--- src/xoodyak_macros.svh ---
`ifndef XOODYAK_MACROS_SVH
`define XOODYAK_MACROS_SVH

// ------------------------------
// Xoodoo state geometry
// ------------------------------
`define XOO_STATE_W             384
`define XOO_PLANE_W             128
`define XOO_LANE_W              32

// Cyclist data widths
`define XOO_DATA_W              352
`define XOO_TEXT_W              192

// Permutation schedule
`define XOO_ROUNDS              12
`define XOO_ROUNDS_PER_CLK      3

// ------------------------------
// Opcodes carried on opmode[3:0]
// ------------------------------
`define OP_NOP                  4'd0
`define OP_CYC                  4'd1
`define OP_ABS                  4'd3
`define OP_ENC                  4'd4
`define OP_DEC                  4'd5
`define OP_SQZ                  4'd6

`endif

--- src/xoodyak_pkg.sv ---
`include "xoodyak_macros.svh"

package xoodyak_pkg;

        // Full state, plane y at [128y+127:128y], lane x at [32x+31:32x] in a plane
        typedef logic [`XOO_STATE_W-1:0] xoo_state_t;

        // Command word as seen on opmode
        typedef struct packed {
                // Bit 4 picks hash mode on cyclist
                logic       hash_sel;
                logic [3:0] op;
        } xoo_cmd_t;

        // Cyclist mode, none until the first cyclist command
        typedef enum logic [1:0] {
                MODE_NONE  = 2'd0,
                MODE_HASH  = 2'd1,
                MODE_KEYED = 2'd2
        } xoo_mode_t;

        // Control to datapath
        typedef struct packed {
                // Load the initial cyclist state
                logic       load_cyc;
                // First cycle of a permutation
                logic       perm_go;
                // Op being worked on
                logic [3:0] op;
                // Op differs from the last completed one
                logic       new_op;
                xoo_mode_t  mode;
        } xoo_ctrl_t;

        // Round constants, entry 0 used by the first round
        parameter logic [`XOO_ROUNDS-1:0][11:0] xoo_rc_table = {
                12'h012, 12'h1A0, 12'h0F0, 12'h380,
                12'h02C, 12'h060, 12'h014, 12'h120,
                12'h0D0, 12'h3C0, 12'h038, 12'h058
        };

endpackage

--- src/xoodoo_round.sv ---
`timescale 1ns/1ps
`include "xoodyak_macros.svh"

module xoodoo_round (
        input  logic [11:0]             rc,
        input  xoodyak_pkg::xoo_state_t state_in,
        output xoodyak_pkg::xoo_state_t state_out
);

        localparam int LANES = `XOO_PLANE_W / `XOO_LANE_W;

        // One plane as [x][z]
        typedef logic [LANES-1:0][`XOO_LANE_W-1:0] plane_t;

        // Plane shift by (dx, dz)
        // Lane i lands on lane i+dx, each lane rotated left by dz
        function automatic plane_t rot(input plane_t pl, input int dx, input int dz);
                plane_t r;
                for (int i = 0; i < LANES; i++) begin
                        r[(i + dx) % LANES] = (pl[i] << dz) | (pl[i] >> (`XOO_LANE_W - dz));
                end
                return r;
        endfunction

        // State as [y][x][z]
        plane_t [2:0] a_in;
        plane_t [2:0] a_th;
        plane_t [2:0] a_rw;
        plane_t [2:0] a_chi;
        plane_t [2:0] a_re;
        plane_t       p;
        plane_t       e;

        assign a_in = state_in;

        // ------------------------------
        // Theta
        // ------------------------------
        // Column parity
        assign p = a_in[0] ^ a_in[1] ^ a_in[2];
        // Parity spread over two neighbouring columns
        assign e = rot(p, 1, 5) ^ rot(p, 1, 14);

        assign a_th[0] = a_in[0] ^ e;
        assign a_th[1] = a_in[1] ^ e;
        assign a_th[2] = a_in[2] ^ e;

        // Rho west, iota folded into plane 0
        // Constant sits on z = 0 upwards of lane 0
        assign a_rw[0] = a_th[0] ^ {{(`XOO_PLANE_W - 12){1'b0}}, rc};
        assign a_rw[1] = rot(a_th[1], 1, 0);
        assign a_rw[2] = rot(a_th[2], 0, 11);

        // ------------------------------
        // Chi
        // ------------------------------
        // B0 = ~A1 & A2, B1 = ~A2 & A0, B2 = ~A0 & A1
        assign a_chi[0] = a_rw[0] ^ (~a_rw[1] & a_rw[2]);
        assign a_chi[1] = a_rw[1] ^ (~a_rw[2] & a_rw[0]);
        assign a_chi[2] = a_rw[2] ^ (~a_rw[0] & a_rw[1]);

        // Rho east, plane 0 untouched
        assign a_re[0] = a_chi[0];
        assign a_re[1] = rot(a_chi[1], 0, 1);
        assign a_re[2] = rot(a_chi[2], 2, 8);

        assign state_out = a_re;

endmodule

--- src/xoodoo_permute.sv ---
`timescale 1ns/1ps
`include "xoodyak_macros.svh"

module xoodoo_permute (
        input  logic                    eph1,
        input  logic                    rst_n,
        input  logic                    go,
        input  xoodyak_pkg::xoo_state_t state_in,
        output xoodyak_pkg::xoo_state_t state_out,
        output logic                    done
);
        import xoodyak_pkg::*;

        // Clocks per permutation
        localparam int N_GRP = `XOO_ROUNDS / `XOO_ROUNDS_PER_CLK;

        logic       busy;
        logic [1:0] grp;
        logic [3:0] rc_base;
        xoo_state_t st_q;
        xoo_state_t chain [`XOO_ROUNDS_PER_CLK + 1];

        // First round of the current group, 3 * grp
        assign rc_base = {2'b00, grp} + {1'b0, grp, 1'b0};

        // ------------------------------
        // Round chain
        // ------------------------------
        assign chain[0] = st_q;

        for (genvar k = 0; k < `XOO_ROUNDS_PER_CLK; k++) begin : g_rnd
                xoodoo_round u_rnd (
                        .rc        (xoo_rc_table[rc_base + 4'(k)]),
                        .state_in  (chain[k]),
                        .state_out (chain[k + 1])
                );
        end

        // Unregistered, valid as a result only while done is high
        assign state_out = chain[`XOO_ROUNDS_PER_CLK];

        // Last group in flight
        assign done = busy && (grp == 2'(N_GRP - 1));

        // Group counter
        always_ff @(posedge eph1 or negedge rst_n) begin
                if (!rst_n) begin
                        busy <= 1'b0;
                        grp  <= 2'd0;
                end else if (go) begin
                        busy <= 1'b1;
                        grp  <= 2'd0;
                end else if (busy) begin
                        grp <= grp + 2'd1;
                        if (done) begin
                                busy <= 1'b0;
                        end
                end
        end

        // Working state, loaded on go then recirculated
        always_ff @(posedge eph1) begin
                if (go) begin
                        st_q <= state_in;
                end else if (busy) begin
                        st_q <= chain[`XOO_ROUNDS_PER_CLK];
                end
        end

        // Start only once the previous permutation has finished
        a_go_idle: assert property (@(posedge eph1) disable iff (!rst_n) go |-> !busy);

endmodule

--- config.mk ---
export PLATFORM = sky130hd
export DESIGN_NAME = xoodoo_permute
export DESIGN_NICKNAME = d
export VERILOG_FILES = /design/src/xoodyak_pkg.sv /design/src/xoodoo_round.sv /design/src/xoodoo_permute.sv
export VERILOG_INCLUDE_DIRS = /design/src
export SDC_FILE = /design/constraint.sdc
export NUM_CORES = 2
export LEC_CHECK = 0
export BUFFER_PORTS_ARGS = -buffer_cell sky130_fd_sc_hd__buf_4
export CAP_MARGIN = 20
export CORE_MARGIN = 4
export CORE_UTILIZATION = 55
export DETAILED_ROUTE_END_ITERATION = 7
export PLACE_DENSITY = 0.78
export SYNTH_ARGS = -nofsm -noshare
export SYNTH_HDL_FRONTEND = slang
export SYNTH_HIERARCHICAL = 1
export SYNTH_SLANG_ARGS = --single-unit
--- constraint.sdc ---
create_clock -name eph1 -period 6 [get_ports eph1]
set_input_delay 0.6 -clock eph1 [delete_from_list [all_inputs] [get_ports eph1]]
set_output_delay 0.6 -clock eph1 [all_outputs]
set_load 0.03 [all_outputs]
==> out/results.txt, run 1 <==
die width = 378 microns
Die Ht = 378 microns
Synth Warn # = 6
Syn Area/Cell = 15.9 sq um
clock tree buffer depth = 3
row cnt = 135
root buffer cell = clkbuf_16
Starting Density = 55.5%
H-tree depth = 2
cts bufs inserted = 50
grt total ovfl = 668
Syn Inst Count = 4,741
post-synthesis register bit count = 387
CTS sink cnt = 387
first-pass GRT wire length = 812,000 microns
largest net degree at the start of global routing = 114
outcome = did not finish
Failed at = 5_1_grt
Placement Cell Area = 106,000 sq um
hpwl dp = 415,000 microns
placed instance count = 9,907
Yosys cell types = 32
gr usage total = 82.5%
first error in the log = [ERROR GRT-0116] Global routing finished with congestion. Check the congestion regions in the DRC Viewer.
port bufs = 771
register area share after synthesis = 15.4%
RD Place Congestion = 1.29
top-level I/O count = 772
vias in the first global route = 83,900
Post-Syn Area = 75,300 sq um
[logic make-up after synthesis]
| group | synth area share [%] |
|---|---|
| flip-flops | 15.4 |
| other | 0.00498 |
| XOR/XNOR | 61.4 |
| adder cells (fa/ha/maj) | 0.149 |
| buffers and inverters | 0.687 |
| AND/OR/NAND/NOR | 15.0 |
| multiplexers | 7.28 |
| AO/OA/AOI/OAI | 0.0515 |
[routing by layer]
metal | GRT overflow | track usage, %
met2 | 350 | 95.3
met4 | 283 | 79.1
met1 | 8 | 81.6
met5 | 3 | 49.5
met3 | 24 | 73.4
[cell usage after synthesis]
master	instances	area share (%)
clkbuf_1	1	0.0050
a21oi_1	2	0.013
inv_1	6	0.030
xnor2_2	6	0.13
nand2b_1	38	0.32
dfrtp_1	3	0.10
xnor3_2	711	22
mux2_4	301	6.0
ha_1	9	0.15
xnor2_1	1147	13
xor2_1	36	0.42
nor2b_4	519	9.5
xnor3_4	93	3.2
o21ai_0	3	0.020
nor2_1	43	0.21
nand2_1	44	0.22
and2_1	2	0.017
a21o_1	1	0.010
mux2_2	84	1.3
nor3_1	1	0.0066
conb_1	1	0.0050
and2b_1	51	0.51
nor2b_1	393	3.3
edfxtp_1	384	15
nor2b_2	81	0.94
buf_2	6	0.040
xnor3_1	732	22
buf_6	25	0.37
buf_8	12	0.24
mux2i_1	2	0.027
a31oi_1	1	0.0083
or2_2	3	0.025
[timing repair]
action                                 in CTS
resized for setup                        1273
pin swaps                                 681
hold buffers                                1
endpoints found under the hold margin       3
setup endpoints to repair                 759
buffers inserted                          628
[stage by stage]
stage          worst slack [ps]  TNS [ps]  hold slack (ps)  utilization, %
4_1_cts                    -994   -317630              193            87.3
3_5_place_dp              -1410   -297080              408            77.8
2_1_floorplan               497         0              304               -
3_3_place_gp              -1410   -287440              405            77.8
==> run 2: changes to the inputs <==
CORE_UTILIZATION = 40   (was 55)
PLACE_DENSITY = unset   (was 0.78)
PLACE_DENSITY_LB_ADDON = 0.15   (was unset)
clock period = 7.8 ns   (was 6 ns; I/O delays follow)
==> run 2 against run 1 <==
  * The flow now finishes, with violations (setup timing)
  * Synthesized area is the same
  * Synthesized cell count is the same
==> out/results.txt, run 2 <==
placed instance count = 9,058
Slew HR = 28.9%
vias in the first global route = 50,000
# DRC = 0
Crit Reg-Reg Endpoint = st_q[332]$_DFFE_PP_
fin nets = 7,025
top-level I/O count = 772
outcome = finished, violations left
FF-to-FF path depth = 16
die area = 195,000 sq um
beginning of the worst hold path = state_in[271]
crit-path most repeated cell = xnor3_2
critical-path cell list = xnor3_2 > xnor3_2 > nor2b_4 > xnor2_1 > xnor3_2 > xnor3_1 > xnor2_1 > buf_4 > xnor3_4 > xnor3_2 > nor2b_4 > xnor2_1 > buf_4
commonest non-fill, non-tap cell in the layout = buf_4
post-layout minimum cycle time = 8040 ps
post-route ant nets = 0
hpwl dp = 445,000 microns
critical path's slowest cell = xnor3_2
worst hold path depth = 2
asr flop ratio synth = 0.775%
Worst-Skew Late Latency = 690 ps
Largest Register = st_q
grt total ovfl = 0
row cnt = 159
core footprint = 188,000 sq um
max reg flops = 384
R2R Setup Slk = 820 ps
Final Hold Vio Count = 0
Tightest Pin Transition = 1070 ps
RR Startpoint = st_q[292]$_DFFE_PP_
average wire per standard cell = 53.7 microns
via count = 53,200
Yosys cell types = 32
most instantiated cells after synthesis = xnor2_1, xnor3_1, xnor3_2, nor2b_4, nor2b_1
port bufs = 771
final max-slew violation count = 0
Starting Density = 40.2%
cts bufs inserted = 47
DR pass1 iterations = 5
critical setup path kind = reg2out
leading cell types in the layout, fill and taps excluded = buf_4, xnor2_1, xnor3_2
CTS tree = yes
register area share after synthesis = 15.4%
Worst Path Arrival = 7260 ps
final core utilization = 51.0%
vias per cell = 5.80
H-tree depth = 2
layout cells sized above 1 = 57.5%
Syn Inst Count = 4,741
Worst Skew = 40.5 ps
clock tree buffer depth = 3
RD Place Congestion = 1.11
antenna violations before repair = 23
final worst setup slack = -242 ps
Max Cap Viol = 0
type of the worst min-delay path = in2reg
Final Non-Filler Cells = 9,171
Die Ht = 442 microns
Post-Syn Area = 75,300 sq um
post-synthesis register bit count = 387
top cell type's share of synthesized area = 22.4%
post-synth top area cell = xnor3_2
Iter 0 DRT Violations = 7,717
critical path required time = 7020 ps
endpoint class of the critical path = output port
slowest stage delay, CP = 720 ps
largest cells by area after synthesis = xnor3_2, xnor3_1, edfxtp_1
Synth Warn # = 6
die width = 442 microns
critical path startpoint category = register
gr usage total = 48.9%
Syn Area/Cell = 15.9 sq um
first-pass GRT wire length = 595,000 microns
failing checks = setup timing
largest net degree at the start of global routing = 119
CTS sink cnt = 387
root buffer cell = clkbuf_16
f_max = 124 MHz
# setup viols final = 92
CP Max Fanout = 6
largest registers = st_q (384), grp (2), busy (1)
top_reg_cell synth = edfxtp_1
period utilisation layout = 103%
WL final = 493,000 microns
end point of the worst hold path = st_q[271]$_DFFE_PP_
area delta synth->final = 27.1%
most common cell in the netlist = xnor2_1
CTS clk-pin slew, worst paths = 60 ps
Post-synth EDFFs = 384
-- run 2: stage by stage --
step	hold slack (ps)	instance area, sq um	setup TNS (ps)	setup WS (ps)
after floorplan	484	75400	0	1440
after global placement	580	93400	-2700	-770
after detailed placement	582	93400	-1930	-719
after CTS	356	95400	-15.8	-15.8
after global routing	387	95700	-18.2	-16.9
final	391	95800	-6110	-242
-- run 2: routing by layer --
layer	track usage [%]	wire length (microns)	up-vias	share of wire, %
met5	0.0488	44	-	0.0089
met4	38.6	49400	6	10
met3	20.5	64900	878	13
met2	67.5	197000	4088	40
met1	59.9	182000	27800	37
li1	-	-	20400	-
-- run 2: final cells by class --
| class | instances | area, sq um |
|---|---|---|
| Clock buffer | 57 | 1210 |
| Fill cell | 16000 | 91800 |
| Antenna cell | 13 | 32.5 |
| Inverter | 6 | 26.3 |
| Multi-Input combinational cell | 4312 | 63900 |
| Clock inverter | 26 | 240 |
| Timing Repair Buffer | 1875 | 15600 |
| Sequential cell | 387 | 11600 |
| Tap cell | 2495 | 3120 |
-- run 2: repair_timing --
| action | in CTS | in global routing |
|---|---|---|
| endpoints found under the hold margin | 3 | 0 |
| endpoints found under the setup margin | 333 | 89 |
| buffers inserted | 6 | 9 |
| hold buffers | 1 | 0 |
| gates resized for setup | 89 | 32 |
| pin swaps | 4 | 6 |
-- run 2: worst max-delay path by stage --
| stage | start | to | slack [ps] |
|---|---|---|---|
| final | st_q[47]$_DFFE_PP_ | state_out[111] | -240 |
| after global routing | st_q[205]$_DFFE_PP_ | state_out[381] | -20 |
| after CTS | st_q[376]$_DFFE_PP_ | state_out[341] | -20 |
| after detailed placement | grp[0]$_DFFE_PN0P_ | state_out[341] | -720 |
| after global placement | grp[0]$_DFFE_PN0P_ | state_out[341] | -770 |
| after floorplan | go | st_q[0]$_DFFE_PP_ | 1440 |
-- run 2: worst max-delay path: cells and delay by family (launching register included) --
family | cells | cell delay, ps
flops | 1 | 520
xor+xnor | 9 | 5070
buf+inv | 2 | 510
simple gates | 2 | 390
-- run 2: logic make-up (layout without fill, tap and decap cells) --
logic type | Yosys count | count (layout) | share of synthesized area, %
other | 1 | 22 | 0.00498
xor gates and xnor gates | 2725 | 2725 | 61.4
AOI/OAI and AO/OA | 7 | 7 | 0.0515
DFF | 387 | 387 | 15.4
buffers and inverters | 50 | 1964 | 0.687
and+or+nand+nor | 1175 | 1175 | 15.0
muxes | 387 | 387 | 7.28
adders and majority gates | 9 | 9 | 0.149
Power of run 2 is not shown: default switching activity piles up to over one toggle a cycle in this logic, so the estimate is an artifact.
