**src/xoodyak_macros.svh**
```systemverilog
`ifndef XOODYAK_MACROS_SVH
`define XOODYAK_MACROS_SVH

// ------------------------------
// Xoodoo state geometry
// ------------------------------
`define XOO_STATE_W             384
`define XOO_PLANE_W             128
`define XOO_LANE_W              32

// Cyclist data widths
`define XOO_DATA_W              352
`define XOO_TEXT_W              192

// Permutation schedule
`define XOO_ROUNDS              12
`define XOO_ROUNDS_PER_CLK      3

// ------------------------------
// Opcodes carried on opmode[3:0]
// ------------------------------
`define OP_NOP                  4'd0
`define OP_CYC                  4'd1
`define OP_ABS                  4'd3
`define OP_ENC                  4'd4
`define OP_DEC                  4'd5
`define OP_SQZ                  4'd6

`endif

```
**src/xoodyak_pkg.sv**
```systemverilog
`include "xoodyak_macros.svh"

package xoodyak_pkg;

        // Full state, plane y at [128y+127:128y], lane x at [32x+31:32x] in a plane
        typedef logic [`XOO_STATE_W-1:0] xoo_state_t;

        // Command word as seen on opmode
        typedef struct packed {
                // Bit 4 picks hash mode on cyclist
                logic       hash_sel;
                logic [3:0] op;
        } xoo_cmd_t;

        // Cyclist mode, none until the first cyclist command
        typedef enum logic [1:0] {
                MODE_NONE  = 2'd0,
                MODE_HASH  = 2'd1,
                MODE_KEYED = 2'd2
        } xoo_mode_t;

        // Control to datapath
        typedef struct packed {
                // Load the initial cyclist state
                logic       load_cyc;
                // First cycle of a permutation
                logic       perm_go;
                // Op being worked on
                logic [3:0] op;
                // Op differs from the last completed one
                logic       new_op;
                xoo_mode_t  mode;
        } xoo_ctrl_t;

        // Round constants, entry 0 used by the first round
        parameter logic [`XOO_ROUNDS-1:0][11:0] xoo_rc_table = {
                12'h012, 12'h1A0, 12'h0F0, 12'h380,
                12'h02C, 12'h060, 12'h014, 12'h120,
                12'h0D0, 12'h3C0, 12'h038, 12'h058
        };

endpackage

```
**src/cyclist_ctrl.sv**
```systemverilog
`timescale 1ns/1ps
`include "xoodyak_macros.svh"

module cyclist_ctrl (
        input  logic                   eph1,
        input  logic                   rst_n,
        input  xoodyak_pkg::xoo_cmd_t  cmd,
        input  logic                   perm_done,
        output xoodyak_pkg::xoo_ctrl_t ctrl,
        output logic                   ready,
        output logic                   textout_valid
);
        import xoodyak_pkg::*;

        // One-hot FSM bit positions
        localparam int S_IDLE = 0;
        localparam int S_CYC  = 1;
        localparam int S_RUN  = 2;

        logic [2:0] fsm_q;
        logic [2:0] fsm_d;
        xoo_mode_t  mode_q;
        logic [3:0] op_q;
        // Last completed op
        // Cleared to nop by cyclist
        logic [3:0] prev_q;
        logic       go_q;
        logic       tv_q;
        logic       legal;
        logic       accept;
        logic       is_text;
        logic       finish;

        // ------------------------------
        // Command decode
        // ------------------------------
        always_comb begin
                case (cmd.op)
                        `OP_CYC: legal = 1'b1;
                        `OP_ABS,
                        `OP_SQZ: legal = (mode_q != MODE_NONE);
                        `OP_ENC,
                        `OP_DEC: legal = (mode_q == MODE_KEYED);
                        default: legal = 1'b0;
                endcase
        end

        assign ready   = fsm_q[S_IDLE];
        assign accept  = ready && legal;
        assign finish  = fsm_q[S_RUN] && perm_done;
        // Ops that put text on textout
        assign is_text = op_q inside {`OP_ENC, `OP_DEC, `OP_SQZ};

        // Next state
        always_comb begin
                fsm_d = fsm_q;
                if (fsm_q[S_IDLE] && accept) begin
                        fsm_d = (cmd.op == `OP_CYC) ? 3'(1 << S_CYC) : 3'(1 << S_RUN);
                end else if (fsm_q[S_CYC] || finish) begin
                        fsm_d = 3'(1 << S_IDLE);
                end
        end

        always_ff @(posedge eph1 or negedge rst_n) begin
                if (!rst_n) begin
                        fsm_q  <= 3'(1 << S_IDLE);
                        mode_q <= MODE_NONE;
                        op_q   <= `OP_NOP;
                        prev_q <= `OP_NOP;
                        go_q   <= 1'b0;
                        tv_q   <= 1'b0;
                end else begin
                        fsm_q <= fsm_d;
                        // Permutation kicks off the cycle after acceptance
                        go_q  <= accept && (cmd.op != `OP_CYC);
                        // Text is registered on the finishing edge
                        tv_q  <= finish && is_text;
                        if (accept) begin
                                op_q <= cmd.op;
                        end
                        if (accept && (cmd.op == `OP_CYC)) begin
                                mode_q <= cmd.hash_sel ? MODE_HASH : MODE_KEYED;
                                prev_q <= `OP_NOP;
                        end else if (finish) begin
                                prev_q <= op_q;
                        end
                end
        end

        // Control bundle
        always_comb begin
                ctrl.load_cyc = fsm_q[S_CYC];
                ctrl.perm_go  = go_q;
                ctrl.op       = op_q;
                ctrl.new_op   = (op_q != prev_q);
                ctrl.mode     = mode_q;
        end

        assign textout_valid = tv_q;

        // Permutation only completes under a running command
        a_done_busy: assert property (@(posedge eph1) disable iff (!rst_n)
                perm_done |-> !fsm_q[S_IDLE]);

endmodule

```
**config.mk**
```make
export PLATFORM = sky130hd
export DESIGN_NAME = cyclist_ctrl
export DESIGN_NICKNAME = d
export VERILOG_FILES = /design/src/xoodyak_pkg.sv /design/src/cyclist_ctrl.sv
export VERILOG_INCLUDE_DIRS = /design/src
export SDC_FILE = /design/constraint.sdc
export NUM_CORES = 1
export LEC_CHECK = 0
export BUFFER_PORTS_ARGS = -buffer_cell sky130_fd_sc_hd__clkbuf_2
export CORE_MARGIN = 2
export CORE_UTILIZATION = 52
export DETAILED_ROUTE_END_ITERATION = 10
export PLACE_DENSITY = 0.78
export SYNTH_ARGS = -nofsm -noshare
export SYNTH_HDL_FRONTEND = slang
export SYNTH_SLANG_ARGS = --single-unit
```
**constraint.sdc**
```tcl
create_clock -name eph1 -period 2.75 [get_ports eph1]
set_input_delay 0.1375 -clock eph1 [delete_from_list [all_inputs] [get_ports eph1]]
set_output_delay 0.1375 -clock eph1 [all_outputs]
set_load 0.1 [all_outputs]
```
==> key figures, run 1 <==
Clock tree
  • Clk slew on worst S/H paths: 0.10 ns
  • Root buf cell: clkbuf_4
  • Post-CTS setup buffers: 0
  • Clock buffer depth: 2
  • CTS Hold Bufs: 1
  • CTS tree: yes
  • Total CTS buffers: 3
  • Clock sink count: 15
  • Resized Gates After CTS: 0
  • H-tree levels: 1
  • Worst-Skew Late Latency: 0.28 ns

Synth
  • Cell variety after synth: 24
  • Post-Syn Area per Cell: 10.7 um2
  • Seq cells post-synth: 15
  • Post-Syn Instances: 64
  • Sequential area share after synthesis: 55.1%
  • Synthesized cell area: 683 um2
  • YS warnings: 0
  • Synth Net Count: 72

Run
  • Max-Cap Viols: 0

Layout
  • Area grow syn2layout: 19.0%
  • Commonest non-fill, non-tap cells in the layout: clkbuf_2 (18), dfrtp_1 (14), nand2_1 (7)
  • NumNets Final: 93
  • Antenna Cells: 0
  • Commonest non-fill, non-tap cell in the layout: clkbuf_2
  • Layout cell share with drive strength beyond 1: 32.1%
  • Filler Cells Inserted: 105

Global routing
  • Global-route wire length before repair: 1880 um
  • GRT Overall Usage: 18.2%
  • Antenna violations before repair: 0
  • Vias in the first global route: 437
  • Largest net degree at the start of global routing: 16
  • Gr ovfl total: 0

STA
  • Worst setup margin: 1.11 ns
  • Achievable clock frequency: 609 MHz
  • Fin. Hold Viols: 0
  • Worst slew margin: 64.1%
  • RSZ-0062 raised after global routing: no
  • Max Clock Skew: 0.0115 ns
  • Final min period: 1.64 ns
  • Worst-margin pin slew: 0.541 ns
  • Setup TNS: 0 ns
  • Pins over their slew limit: 0
  • Final setup vio count: 0
  • Period utilization: 59.7%

Floorplan
  • Initial Util: 53.8%
  • Die Y: 40.2 um
  • Rows: 13
  • Die area: 1620 um2
  • Die width: 40.2 um
  • Core area: 1270 um2
  • Ports: 19

Critical path
  • CP endpoint kind: flip-flop
  • FF-to-FF path depth: 4
  • Critical Path RT: 2.92 ns
  • Crit path max fanout: 6
  • Crit path launch type: flip-flop
  • CP Class: reg2reg
  • Arrival time at the worst endpoint: 1.81 ns

Route
  • Vias per cell: 5.21
  • Average wire per standard cell: 12.3 um
  • Post-Route WL: 1220 um
  • DRC Markers: 0
  • Initial DRC count: 13
  • Antenna viol nets, final: 0
  • TritonRoute pass-1 iters: 4
  • Vias: 516

Placement
  • Routability congestion estimate: 0.760
  • Dpl ws: 1.13 ns
  • Final HPWL DP: 924 um
  • PortBufs: 18

Run status
  • Status: finished clean

Hold path
  • Hold Crit Class: in2reg
  • Hold Path Stages: 2
## critical path: stages, from the launching register on
cell and delay (ns):
dfstp_2 0.55, nor2b_1 0.17, o21ai_0 0.14, a211o_4 0.36, mux2_4 0.30
## logic make-up (layout without fill, tap and decap cells)
logic type             after synthesis  after routing  share of synthesized area [%]
XOR/XNOR                             5              5                           6.41
AND/OR/NAND/NOR                     22             22                           14.8
multiplexers                         2              2                           4.40
AO/OA/AOI/OAI                       15             15                           15.4
buffers and inverters                5             25                           3.85
flip-flops                          15             15                           55.1
## through the flow
stage | utilization, % | std cells | cell area, um2 | hold WS, ns
2_1_floorplan | - | 64 | 683 | -0.158
3_3_place_gp | 60.9 | 94 | 773 | 0.0625
3_5_place_dp | 60.9 | 94 | 773 | 0.0699
4_1_cts | 64.1 | 99 | 813 | 0.0314
5_1_grt | 64.1 | 99 | 813 | 0.0388
6_report | 64.1 | 99 | 813 | 0.0337
## synthesized netlist by cell type, drive strengths merged
cell | instances | share of area [%]
xnor2 | 4 | 5.1
nand2 | 7 | 3.8
a2111oi | 1 | 1.3
dfstp | 1 | 3.8
and3 | 1 | 0.92
a22o | 1 | 1.5
clkbuf | 1 | 0.55
mux2 | 2 | 4.4
xor2 | 1 | 1.3
nor2 | 5 | 2.7
a21boi | 1 | 1.1
o21ai | 3 | 2.2
nand3 | 4 | 2.9
nand4 | 1 | 0.92
nor3 | 1 | 0.73
a211o | 1 | 2.6
a21oi | 6 | 4.4
nor2b | 1 | 0.92
inv | 2 | 1.1
dfrtp | 14 | 51
and2 | 2 | 1.8
o21a | 1 | 1.1
buf | 2 | 2.2
a31o | 1 | 1.3
## layer usage
metal  vias to the layer above  global-route usage, %  wire (um)
met4                         0                   10.0         12
met3                         2                   3.33         67
met5                         -                      0          0
met1                       237                   24.0        611
met2                        16                   28.2        524
li1                        261                      -          -
## path summary, 6_finish.rpt
path,from,end,slack (ns)
worst max-delay path,fsm_q[0],op_q[0],1.11
worst min-delay path,cmd[4],mode_q[1],0.03
worst max register to register,fsm_q[0],op_q[0],1.11
worst min register to register,op_q[3],textout_valid,0.55
max in group asynchronous,rst_n,fsm_q[0],2.17
min in group asynchronous,rst_n,prev_q[1],0.28
## layout make-up
class	instances	area [um2]	share of cell area, %
repair buffers	19	100	12.3
inverters	2	7.51	0.923
clock buffers	3	22.5	2.77
flip-flops and latches	15	377	46.3
well taps	15	18.8	2.31
clock inverters	1	7.51	0.923
multi-input cells	44	280	34.5
## state kept, by name, indices dropped and copies added, names as in the netlist
register,cells
prev_q,4
mode_q,2
go_q,1
fsm_q,3
op_q,4
textout_valid,1
Power of run 1 is not shown: default switching activity piles up to over one toggle a cycle in this logic, so the estimate is an artifact.
==> run 2, diff against run 1 <==
Settings changed: CORE_UTILIZATION 52 to 44, PLACE_DENSITY 0.78 to 0.7.
Clock period 2.75 ns to 1.5 ns, I/O delays scaled along.
==> run 2 against run 1 <==
  * The run now ends with negative setup slack left
  * Clock skew is 0.0030 ns lower
  * Wire length increased by 13%
  * Sequential share of layout area is 1.9 points lower
  * Cell area is 11% higher
  * Setup slack worse by 1.1 ns
  * Global-route usage decreased by 1.1 points
  * Utilization fell by 3.5 points
  * Clock-buffer cell count is 1 higher
==> key figures, run 2 (synthesis results as in run 1) <==
Run status
  • Status: complete, but fails checks
  • Failing checks: negative setup slack

Critical path
  • CP Class: reg2reg
  • Crit path max fanout: 6
  • CP endpoint kind: flip-flop
  • Critical Path RT: 1.67 ns
  • Crit path cell chain: nor2b_4 > o21ai_2 > a211o_4 > mux2_4
  • Crit path launch type: flip-flop
  • CP max-delay cell: dfstp_4
  • Top Family by Delay on Critical Path: flip-flops
  • Arrival time at the worst endpoint: 1.71 ns
  • Slowest stage delay, CP: 0.62 ns
  • CP Buf/Inv Count: 0

STA
  • Setup TNS: -0.0692 ns
  • Final min period: 1.54 ns
  • Worst-margin pin slew: 0.544 ns
  • RSZ-0062 raised after global routing: yes
  • Final setup vio count: 2
  • Worst slew margin: 63.9%
  • Pins over their slew limit: 0
  • Fin. Hold Viols: 0
  • Achievable clock frequency: 651 MHz
  • Worst setup margin: -0.0354 ns
  • Period utilization: 102%
  • Max Clock Skew: 0.00847 ns

Layout
  • Top flop regs: op_q x4, prev_q x4, fsm_q x3
  • Area of the multi-input gates: 298 um2
  • Finished Layout Cells: 104
  • Antenna Cells: 0
  • Layout cell share with drive strength beyond 1: 44.3%
  • Area grow syn2layout: 32.1%
  • Commonest non-fill, non-tap cells in the layout: clkbuf_2 (16), dfrtp_1 (8), nand2_1 (7)
  • NumNets Final: 97
  • Register Area: 400 um2
  • Filler Cells Inserted: 122
  • Final instance area: 902 um2
  • Commonest non-fill, non-tap cell in the layout: clkbuf_2

Floorplan
  • Die width: 43.4 um
  • Die Y: 43.4 um
  • Ports: 19
  • Rows: 14
  • Initial Util: 45.9%
  • Die area: 1880 um2
  • Core area: 1490 um2

Placement
  • Final HPWL DP: 1020 um
  • Routability congestion estimate: 0.853
  • PortBufs: 18
  • Placed Cells incl. Taps: 98
  • Total placed instance area: 850 um2
  • Dpl ws: -0.0311 ns

Clock tree
  • Root buf cell: clkbuf_4
  • Total CTS buffers: 3
  • H-tree levels: 1
  • Worst-Skew Late Latency: 0.28 ns
  • Clock buffer depth: 2
  • CTS tree: yes
  • Clk slew on worst S/H paths: 0.09 ns
  • Post-CTS setup buffers: 0
  • Clock sink count: 15

Route
  • Antenna viol nets, final: 0
  • Average wire per standard cell: 13.2 um
  • Vias per cell: 5.37
  • Initial DRC count: 9
  • Post-Route WL: 1370 um
  • DRC Markers: 0
  • TritonRoute pass-1 iters: 4
  • Vias: 558

Run
  • Max-Cap Viols: 0

Global routing
  • Largest net degree at the start of global routing: 16
  • Vias in the first global route: 500
  • Global-route wire length before repair: 2330 um
  • Antenna violations before repair: 0
  • GRT Overall Usage: 17.1%
  • Gr ovfl total: 0

Hold path
  • Hold Crit Class: in2reg
==> run 2: metrics by stage <==
stage,hold WS [ns],util [%]
2_1_floorplan,-0.221,-
3_3_place_gp,0.00342,57.1
3_5_place_dp,0.00859,57.1
4_1_cts,0.0942,60.5
5_1_grt,0.0973,60.6
6_report,0.101,60.6
==> run 2: area by class of cell <==
type                            instances  area share, %
Sequential cell                        15           44.4
Multi-Input combinational cell         44           33.0
Timing Repair Buffer                   23           16.6
Clock buffer                            4           2.91
Tap cell                               16           2.22
Inverter                                2          0.832
==> run 2: per-layer routing <==
layer / wire (um) / up-vias / track usage, %
li1: - / 266 / -
met1: 639 / 273 / 23.0
met2: 659 / 17 / 26.0
met3: 64 / 2 / 5.00
met4: 8 / 0 / 7.27
met5: 0 / - / 0
==> run 2: worst paths after layout <==
| check | from | end | slack (ns) | cells past startpoint |
|---|---|---|---|---|
| worst max-delay path | fsm_q[0] | op_q[0] | -0.04 | 4 |
| worst min-delay path | cmd[0] | op_q[0] | 0.10 | 2 |
| worst max register to register | fsm_q[0] | op_q[0] | -0.04 | 4 |
| worst min register to register | prev_q[1] | prev_q[1] | 0.55 | 2 |
| max in group asynchronous | rst_n | fsm_q[0] | 0.95 | 2 |
| min in group asynchronous | rst_n | op_q[3] | 0.23 | 2 |
==> run 2: repair_timing <==
action | CTS | global route
setup endpoints to repair | 4 | 5
hold buffers | 2 | 0
endpoints found under the hold margin | 15 | 0
pin swaps | 0 | 1
gates resized for setup | 1 | 1
Power of run 2 is left out for the same reason.
