### config.mk
export PLATFORM = sky130hd
export DESIGN_NAME = cyclist_datapath
export DESIGN_NICKNAME = d
export VERILOG_FILES = /design/src/xoodyak_pkg.sv /design/src/cyclist_datapath.sv
export VERILOG_INCLUDE_DIRS = /design/src
export SDC_FILE = /design/constraint.sdc
export NUM_CORES = 1
export LEC_CHECK = 0
export ABC_AREA = 1
export BUFFER_PORTS_ARGS = -buffer_cell sky130_fd_sc_hd__buf_2
export CAP_MARGIN = 25
export CORE_AREA = 2 2 523 525
export DETAILED_ROUTE_END_ITERATION = 16
export DIE_AREA = 0 0 525 527
export PLACE_DENSITY = 0.42
export RECOVER_POWER = 100
export SETUP_SLACK_MARGIN = 0.2
export SLEW_MARGIN = 15
export SYNTH_ARGS = -nofsm -noshare
export SYNTH_HDL_FRONTEND = slang
export SYNTH_SLANG_ARGS = --single-unit
### constraint.sdc
create_clock -name eph1 -period 1.8 [get_ports eph1]
set_input_delay 0.36 -clock eph1 [delete_from_list [all_inputs] [get_ports eph1]]
set_output_delay 0.36 -clock eph1 [all_outputs]
set_load 0.02 [all_outputs]
### src/xoodyak_macros.svh
`ifndef XOODYAK_MACROS_SVH
`define XOODYAK_MACROS_SVH

// ------------------------------
// Xoodoo state geometry
// ------------------------------
`define XOO_STATE_W             384
`define XOO_PLANE_W             128
`define XOO_LANE_W              32

// Cyclist data widths
`define XOO_DATA_W              352
`define XOO_TEXT_W              192

// Permutation schedule
`define XOO_ROUNDS              12
`define XOO_ROUNDS_PER_CLK      3

// ------------------------------
// Opcodes carried on opmode[3:0]
// ------------------------------
`define OP_NOP                  4'd0
`define OP_CYC                  4'd1
`define OP_ABS                  4'd3
`define OP_ENC                  4'd4
`define OP_DEC                  4'd5
`define OP_SQZ                  4'd6

`endif

### src/xoodyak_pkg.sv
`include "xoodyak_macros.svh"

package xoodyak_pkg;

        // Full state, plane y at [128y+127:128y], lane x at [32x+31:32x] in a plane
        typedef logic [`XOO_STATE_W-1:0] xoo_state_t;

        // Command word as seen on opmode
        typedef struct packed {
                // Bit 4 picks hash mode on cyclist
                logic       hash_sel;
                logic [3:0] op;
        } xoo_cmd_t;

        // Cyclist mode, none until the first cyclist command
        typedef enum logic [1:0] {
                MODE_NONE  = 2'd0,
                MODE_HASH  = 2'd1,
                MODE_KEYED = 2'd2
        } xoo_mode_t;

        // Control to datapath
        typedef struct packed {
                // Load the initial cyclist state
                logic       load_cyc;
                // First cycle of a permutation
                logic       perm_go;
                // Op being worked on
                logic [3:0] op;
                // Op differs from the last completed one
                logic       new_op;
                xoo_mode_t  mode;
        } xoo_ctrl_t;

        // Round constants, entry 0 used by the first round
        parameter logic [`XOO_ROUNDS-1:0][11:0] xoo_rc_table = {
                12'h012, 12'h1A0, 12'h0F0, 12'h380,
                12'h02C, 12'h060, 12'h014, 12'h120,
                12'h0D0, 12'h3C0, 12'h038, 12'h058
        };

endpackage

### src/cyclist_datapath.sv
`timescale 1ns/1ps
`include "xoodyak_macros.svh"

module cyclist_datapath (
        input  logic                    eph1,
        input  logic                    rst_n,
        input  logic                    ready,
        input  logic [`XOO_DATA_W-1:0]  input_data,
        input  xoodyak_pkg::xoo_ctrl_t  ctrl,
        input  logic                    perm_done,
        input  xoodyak_pkg::xoo_state_t perm_state,
        output xoodyak_pkg::xoo_state_t perm_in,
        output logic                    perm_go,
        output logic [`XOO_TEXT_W-1:0]  textout
);
        import xoodyak_pkg::*;

        // Padding bit positions after crypt and squeeze
        localparam int CRYPT_PAD_BIT = `XOO_STATE_W - `XOO_TEXT_W - 8;
        localparam int SQZ_PAD_BIT   = `XOO_STATE_W - `XOO_PLANE_W - 8;

        logic [`XOO_DATA_W-1:0]  din_q;
        logic [`XOO_PLANE_W-1:0] key;
        logic [`XOO_TEXT_W-1:0]  text_in;
        logic [`XOO_TEXT_W-1:0]  text_x;
        logic [`XOO_TEXT_W-1:0]  crypt_hi;
        logic [`XOO_TEXT_W-1:0]  text_d;
        logic                    text_we;
        logic [7:0]              cu;
        xoo_state_t              state_q;
        xoo_state_t              state_cyc;
        xoo_state_t              down_abs;
        xoo_state_t              down_crypt;
        xoo_state_t              down_sqz;
        xoo_state_t              state_d;

        // Data is taken on the same edge as the command
        always_ff @(posedge eph1) begin
                if (ready) begin
                        din_q <= input_data;
                end
        end

        // MSB-aligned fields of the input
        assign key     = din_q[`XOO_DATA_W-1 -: `XOO_PLANE_W];
        assign text_in = din_q[`XOO_DATA_W-1 -: `XOO_TEXT_W];

        // Initial state, key plus id length and the keyed Cd
        assign state_cyc = (ctrl.mode == MODE_HASH) ? '0 :
                {key, 8'h01, {(`XOO_STATE_W - `XOO_PLANE_W - 16){1'b0}}, 8'h02};

        // ------------------------------
        // Up side
        // ------------------------------
        // Cu only on the first of a run of equal ops
        always_comb begin
                cu = 8'h00;
                if (ctrl.new_op) begin
                        if ((ctrl.op == `OP_ENC) || (ctrl.op == `OP_DEC)) begin
                                cu = 8'h80;
                        end else if ((ctrl.op == `OP_SQZ) && (ctrl.mode == MODE_KEYED)) begin
                                cu = 8'h40;
                        end
                end
        end

        assign perm_in = state_q ^ xoo_state_t'(cu);
        assign perm_go = ctrl.perm_go;

        // ------------------------------
        // Down side on the permutation result
        // ------------------------------
        always_comb begin
                if (ctrl.mode == MODE_HASH) begin
                        // Hash rate is one plane
                        down_abs = perm_state ^ {key, 8'h01,
                                {(`XOO_STATE_W - `XOO_PLANE_W - 8){1'b0}}};
                end else begin
                        // Keyed rate, Cd of 0x03 on a fresh absorb
                        down_abs = perm_state ^ {din_q, 8'h01, 16'h0000,
                                (ctrl.new_op ? 8'h03 : 8'h00)};
                end
        end

        // Keystream mix, ciphertext on encrypt and plaintext on decrypt
        assign text_x   = text_in ^ perm_state[`XOO_STATE_W-1 -: `XOO_TEXT_W];
        // Rate always ends up holding the ciphertext
        assign crypt_hi = (ctrl.op == `OP_ENC) ? text_x : text_in;

        assign down_crypt = {crypt_hi, perm_state[`XOO_STATE_W-`XOO_TEXT_W-1:0]}
                ^ (xoo_state_t'(1) << CRYPT_PAD_BIT);
        assign down_sqz   = perm_state ^ (xoo_state_t'(1) << SQZ_PAD_BIT);

        always_comb begin
                case (ctrl.op)
                        `OP_ABS: state_d = down_abs;
                        `OP_ENC,
                        `OP_DEC: state_d = down_crypt;
                        `OP_SQZ: state_d = down_sqz;
                        default: state_d = state_q;
                endcase
        end

        always_ff @(posedge eph1) begin
                if (ctrl.load_cyc) begin
                        state_q <= state_cyc;
                end else if (perm_done) begin
                        state_q <= state_d;
                end
        end

        // Text output, squeeze gives one plane padded with zeros
        assign text_d  = (ctrl.op == `OP_SQZ) ?
                {perm_state[`XOO_STATE_W-1 -: `XOO_PLANE_W],
                 {(`XOO_TEXT_W - `XOO_PLANE_W){1'b0}}} : text_x;
        assign text_we = perm_done && (ctrl.op inside {`OP_ENC, `OP_DEC, `OP_SQZ});

        always_ff @(posedge eph1 or negedge rst_n) begin
                if (!rst_n) begin
                        textout <= '0;
                end else if (text_we) begin
                        textout <= text_d;
                end
        end

endmodule

==> impl_metrics.ini, run 1 <==
[worst_setup_path]
cp_max_fo = 1
crit_path_end = perm_in[6]
startpoint = state_q[6]$_SDFFCE_PP0P_
r2r-start = din_q[167]$_DFFE_PP_
r2r_end = textout[7]$_DFFE_PN0P_
end_kind = output port
path_class = reg -> out
regToRegSetupSlack_ns = 0.38
cp.arrival_ns = 1.75
startpoint_type = flip-flop
critPathRequiredTime_ns = 1.44
r2r_cells = 6

[sta]
worst_slew_pin_slew_ns = 1.532
rsz0062_at_grt = yes
timing.final.ws_setup_ns = -0.3146
post-route-period-util = 1.175
hold_viol = 0
setup-violations-final = 342
finalCriticalPeriod_ns = 2.115
relSlewSlack = -0.02158
fmax_mhz = 472.9
finalSetupTns_ns = -30.26
finClkSkew_ns = 0.03379
slew_violations = 66

[final_layout]
areaGrowthSynthToFinish_pct = 56.20
finalNetCount = 7090
fin_area_sq_um = 68400
fillCellCount = 29040
drive_gt1_frac = 0.2773

[die]
ios = 1326
coreArea_sq_um = 271700
dieWidth_um = 525
floorplan.initialDensity = 0.1612
die_height_um = 527
die-area_sq_um = 276700
rows = 192

[global_route]
grt_pass1_wl_um = 306000
grt-ovfl-total = 0
antenna_found_initial = 91
first_global_vias = 38919
grt.total_usage = 0.1559
grt_max_degree = 71

[synth]
ys_warn_count = 0
netlist_instances = 4403
yosysSeqAreaShare = 0.6144
ys_seq_elements = 928
yosysMostFrequentCell = nand2_1
yosys.cell_types.count = 22
synthTopCellsByArea = edfxtp_1 50%, nand2_1 13%, dfrtp_1 11%
synth_fp_nets = 5152
yosysTopAreaCell = edfxtp_1
synth.top_cell.area_share = 0.5047
synth-edff-count = 736
synthArstFlopShare = 0.2069
syn_area_sq_um = 43790
ys.flop_type = edfxtp_1
syn_area_per_cell_sq_um = 9.945
ys_top_cells_by_count = 1559 x nand2_1, 736 x edfxtp_1, 431 x nand3_1, 389 x buf_4, 274 x inv_1

[place]
placed_area_sq_um = 54170
portBuffers = 1323
dp_hpwl_um = 176700
gp_congestion = 0.8921

[route]
wirelength_um = 224600
dr.pass1.iters = 5
viasPerCell = 3.833
drc = 0
detail-route-antenna-nets = 0
dr_total_vias = 38587
wl_per_cell_um = 22.31
drt_iter0_drc = 2459

[run]
cap_violations = 1

[cts]
cts-buffers-inserted = 118
h-tree-depth = 3
cts-root-buf = clkbuf_16
cts_tree = built
clock_latency_ns = 0.82
clockBufferDepth = 4
clock-sinks = 928
clk_pin_slew_worst_paths_ns = 0.06

[power]
p_total_mw = 68.00
p_leak_nw = 30.73
ir_drop_uv = 772.7
power.density_nw_per_um2 = 994.2

[outcome]
violations = max-capacitance violations, max-slew violations, negative setup slack
status = finished with violations

[min_path]
hold_path_class = in -> reg
==> through the flow <==
step | util | setup slack (ns) | hold slack (ns) | cells
global placement | 0.1994 | -0.4970 | 0.2443 | 8984
CTS | 0.2534 | -0.4229 | 0.05328 | 9995
finish | 0.2517 | -0.3146 | 0.1149 | 10068
detailed placement | 0.1994 | -0.5070 | 0.2416 | 8984
floorplan | - | -5.824 | 0.06441 | 4403
global route | 0.2515 | -0.3923 | 0.09483 | 10039
==> cells in the final DEF, fill, tap and decap left out, types with 15 or more instances in the layout <==
master         netlist  final
nor2_1              68     67
dlygate4sd3_1        0    737
inv_1              274    271
clkinv_2             0     15
dfrtp_1            192    183
buf_12               0     52
edfxtp_1           736    736
diode_2              0     45
nand2_1           1559   1556
o21a_1             127    127
buf_2              110    727
xor2_1             184    183
nand3_1            431    431
o21ai_0             68     68
a21oi_1            161    161
clkbuf_16            0    119
clkbuf_1            64    115
clkbuf_2             0     65
buf_4              389    330
buf_6                0    400
==> how the worst min path moves through the flow <==
| stage | from | endpoint | slack, ns | cells past startpoint |
|---|---|---|---|---|
| after floorplan | rst_n | textout[0]$_DFFE_PN0P_ | 0.06 | 0 |
| after global placement | rst_n | textout[190]$_DFFE_PN0P_ | 0.24 | 1 |
| after detailed placement | rst_n | textout[190]$_DFFE_PN0P_ | 0.24 | 1 |
| after CTS | perm_state[376] | textout[184]$_DFFE_PN0P_ | 0.05 | 5 |
| after global routing | perm_state[376] | textout[184]$_DFFE_PN0P_ | 0.09 | 5 |
| final | perm_state[376] | textout[184]$_DFFE_PN0P_ | 0.11 | 5 |
==> metal layers <==
metal / routed length [um] / up-vias / global-route usage / share of wire
met5: 308 / - / 0 / 0.0014
met4: 9341 / 46 / 0.05850 / 0.042
met3: 20820 / 343 / 0.05413 / 0.093
met2: 101800 / 1623 / 0.2521 / 0.45
met1: 92320 / 18547 / 0.1899 / 0.41
li1: - / 18028 / - / -
==> logic make-up after synthesis <==
logic type	after synthesis	synth area share
AOI/OAI and AO/OA	358	0.04826
xor gates and xnor gates	185	0.03700
buffers and inverters	871	0.1111
DFF	928	0.6144
and+or+nand+nor	2061	0.1892
==> flip-flops by register name, indices dropped and copies added (netlist names) <==
signal	flops
state_q	384
din_q	352
textout	192
==> critical path, cell delays in order (launching register included) <==
cell and delay, ns:
edfxtp_1 0.49, xor2_2 0.24, buf_12 0.16
==> what timing repair did <==
| action | 4_1_cts | 5_1_grt |
|---|---|---|
| endpoints found under the hold margin | 1129 | 0 |
| setup endpoints to repair | 576 | 852 |
| pin swaps | 2 | 1 |
| gates cloned | 0 | 1 |
| buffers inserted | 60 | 27 |
| gates resized for setup | 968 | 121 |
| hold buffers | 738 | 0 |
==> power by group <==
part / switching [mW] / internal (mW)
clock: 10.1 / 14.4
combinational: 8.72 / 7.04
sequential: 1.76 / 26.0
total: 20.6 / 47.4
==> cell type report <==
class / count / area (sq um) / area share
Sequential cell: 928 / 26920 / 0.3935
Timing Repair Buffer: 2410 / 19880 / 0.2906
Multi-Input combinational cell: 2604 / 12100 / 0.1769
Tap cell: 3589 / 4491 / 0.06565
Clock buffer: 161 / 3206 / 0.04687
Inverter: 279 / 1057 / 0.01546
Clock inverter: 52 / 638.1 / 0.009329
Antenna cell: 45 / 112.6 / 0.001646
No activity file was read; power rests on OpenSTA's default activity.
==> inputs of run 2 (changes only) <==
==> constraint.sdc (replaced) <==
create_clock -name eph1 -period 1.8 [get_ports eph1]
set_input_delay 0.09 -clock eph1 [delete_from_list [all_inputs] [get_ports eph1]]
set_output_delay 0.09 -clock eph1 [all_outputs]
set_load 0.02 [all_outputs]
==> impl_metrics.ini, run 2 (same netlist as run 1, synthesis figures left out) <==
[outcome]
status = finished clean

[sta]
finalCriticalPeriod_ns = 1.751
worst_slew_pin_slew_ns = 1.188
finClkSkew_ns = 0.03702
hold_viol = 0
fmax_mhz = 571.2
rsz0062_at_grt = yes
setup-violations-final = 0
relSlewSlack = 0.2079
whs_ns = 0.08059
slew_violations = 0
post-route-period-util = 0.9726

[route]
dr_total_vias = 39909
wl_per_cell_um = 21.64
drc = 0
drt_iter0_drc = 2374
dr.pass1.iters = 6
detail-route-antenna-nets = 0
viasPerCell = 3.848
wirelength_um = 224500

[power]
power.density_nw_per_um2 = 966.5
seqPwrFrac = 0.416
ir_drop_uv = 780.1
power_frac_comb = 0.209
switching_share = 0.3087
p_leak_nw = 29.68
power_switching_mw = 20.39
clkPwrFrac = 0.375
internal-power_mw = 45.67

[final_layout]
largest_reg_flops = 384
drive_gt1_frac = 0.1853
reg_top3 = state_q x384, din_q x352, textout x192
areaGrowthSynthToFinish_pct = 56.09
finalNetCount = 7388
layout_common_cells = 1555 x nand2_1, 1114 x dlygate4sd3_1, 736 x edfxtp_1, 715 x buf_2, 567 x clkbuf_1
final_common_cell = nand2_1
stdcell_count = 10371
top_register = state_q

[cts]
h-tree-depth = 3
clockBufferDepth = 4
clock-sinks = 928
clk_pin_slew_worst_paths_ns = 0.06
cts-buffers-inserted = 119
cts-root-buf = clkbuf_16
clock_latency_ns = 0.85
cts_tree = built

[die]
die-area_sq_um = 276700
ios = 1326
dieWidth_um = 525
die_height_um = 527
rows = 192
coreArea_sq_um = 271700
floorplan.initialDensity = 0.1612

[place]
portBuffers = 1323
gp_congestion = 0.9313
dp_hpwl_um = 173800
dpl.cell_count = 8974

[run]
cap_violations = 0

[worst_setup_path]
cp_max_fo = 44
end_kind = flip-flop
startpoint_type = primary input
path_class = in -> reg
critPathRequiredTime_ns = 2.58
cp.arrival_ns = 2.53

[global_route]
first_global_vias = 40032
grt_max_degree = 65
grt.total_usage = 0.1555
antenna_found_initial = 86
grt_pass1_wl_um = 307300
grt-ovfl-total = 0

[min_path]
hold_path_class = in -> reg
[run 2: per-stage QoR]
| stage | cell area, sq um | util | power (mW) | setup TNS [ns] | setup slack [ns] |
|---|---|---|---|---|---|
| after floorplan | 43870 | - | 34.43 | -2132.70 | -5.554 |
| after global placement | 54060 | 0.1990 | 39.97 | -201.23 | -0.5231 |
| after detailed placement | 54060 | 0.1990 | 40.07 | -196.23 | -0.5076 |
| after CTS | 70190 | 0.2583 | 68.21 | -0.03228 | -0.03228 |
| after global routing | 68270 | 0.2513 | 69.05 | 0 | 0.008669 |
| final | 68350 | 0.2516 | 66.06 | 0 | 0.04930 |
[run 2: path summary, 6_finish.rpt]
check / startpoint / end / slack [ns] / depth (start not counted)
worst min register to register: textout[113]$_DFFE_PN0P_ / textout[113]$_DFFE_PN0P_ / 0.49 / 1
worst min-delay path: input_data[60] / din_q[60]$_DFFE_PP_ / 0.08 / 2
worst max register to register: din_q[204]$_DFFE_PP_ / textout[44]$_DFFE_PN0P_ / 0.23 / 4
worst max-delay path: perm_done / textout[31]$_DFFE_PN0P_ / 0.05 / 6
min in group asynchronous: rst_n / textout[115]$_DFFE_PN0P_ / 1.11 / 4
max in group asynchronous: rst_n / textout[94]$_DFFE_PN0P_ / 0.17 / 4
[run 2: cell type report]
class | count | area [sq um]
flip-flops and latches | 928 | 26910
diodes | 46 | 115.1
clock inverters | 59 | 641.9
inverters | 279 | 1064
repair buffers | 2707 | 19720
multi-input cells | 2604 | 12110
well taps | 3589 | 4491
clock buffers | 159 | 3309
fillers | 29267 | 203300
[run 2: power by group through the flow]
stage	Clock [mW]	Sequential [mW]	Combinational [mW]
2_1_floorplan	0	28.6	5.83
3_3_place_gp	0	27.8	12.2
3_5_place_dp	0	27.8	12.2
4_1_cts	25.6	27.6	15.1
5_1_grt	26.3	27.7	15.0
6_report	24.8	27.5	13.8
[run 2: critical path: stages]
cell	delay [ns]
buf_2	0.17
buf_2	0.79
dlygate4sd3_1	0.87
buf_12	0.23
nand3_1	0.23
nand2_1	0.14
[run 2: layer usage]
metal | vias up | track usage | wire (um)
met5 | - | 0 | 207
met4 | 30 | 0.06251 | 10360
met3 | 392 | 0.05058 | 21050
met2 | 1762 | 0.2510 | 100300
met1 | 19089 | 0.1905 | 92500
li1 | 18636 | - | -
[run 2: repair_timing]
action / 4_1_cts / 5_1_grt
setup endpoints to repair: 141 / 58
pin swaps: 2 / 1
hold buffers: 1115 / 3
buffers inserted: 12 / 4
gates resized for setup: 294 / 7
hold endpoints to repair: 1333 / 25
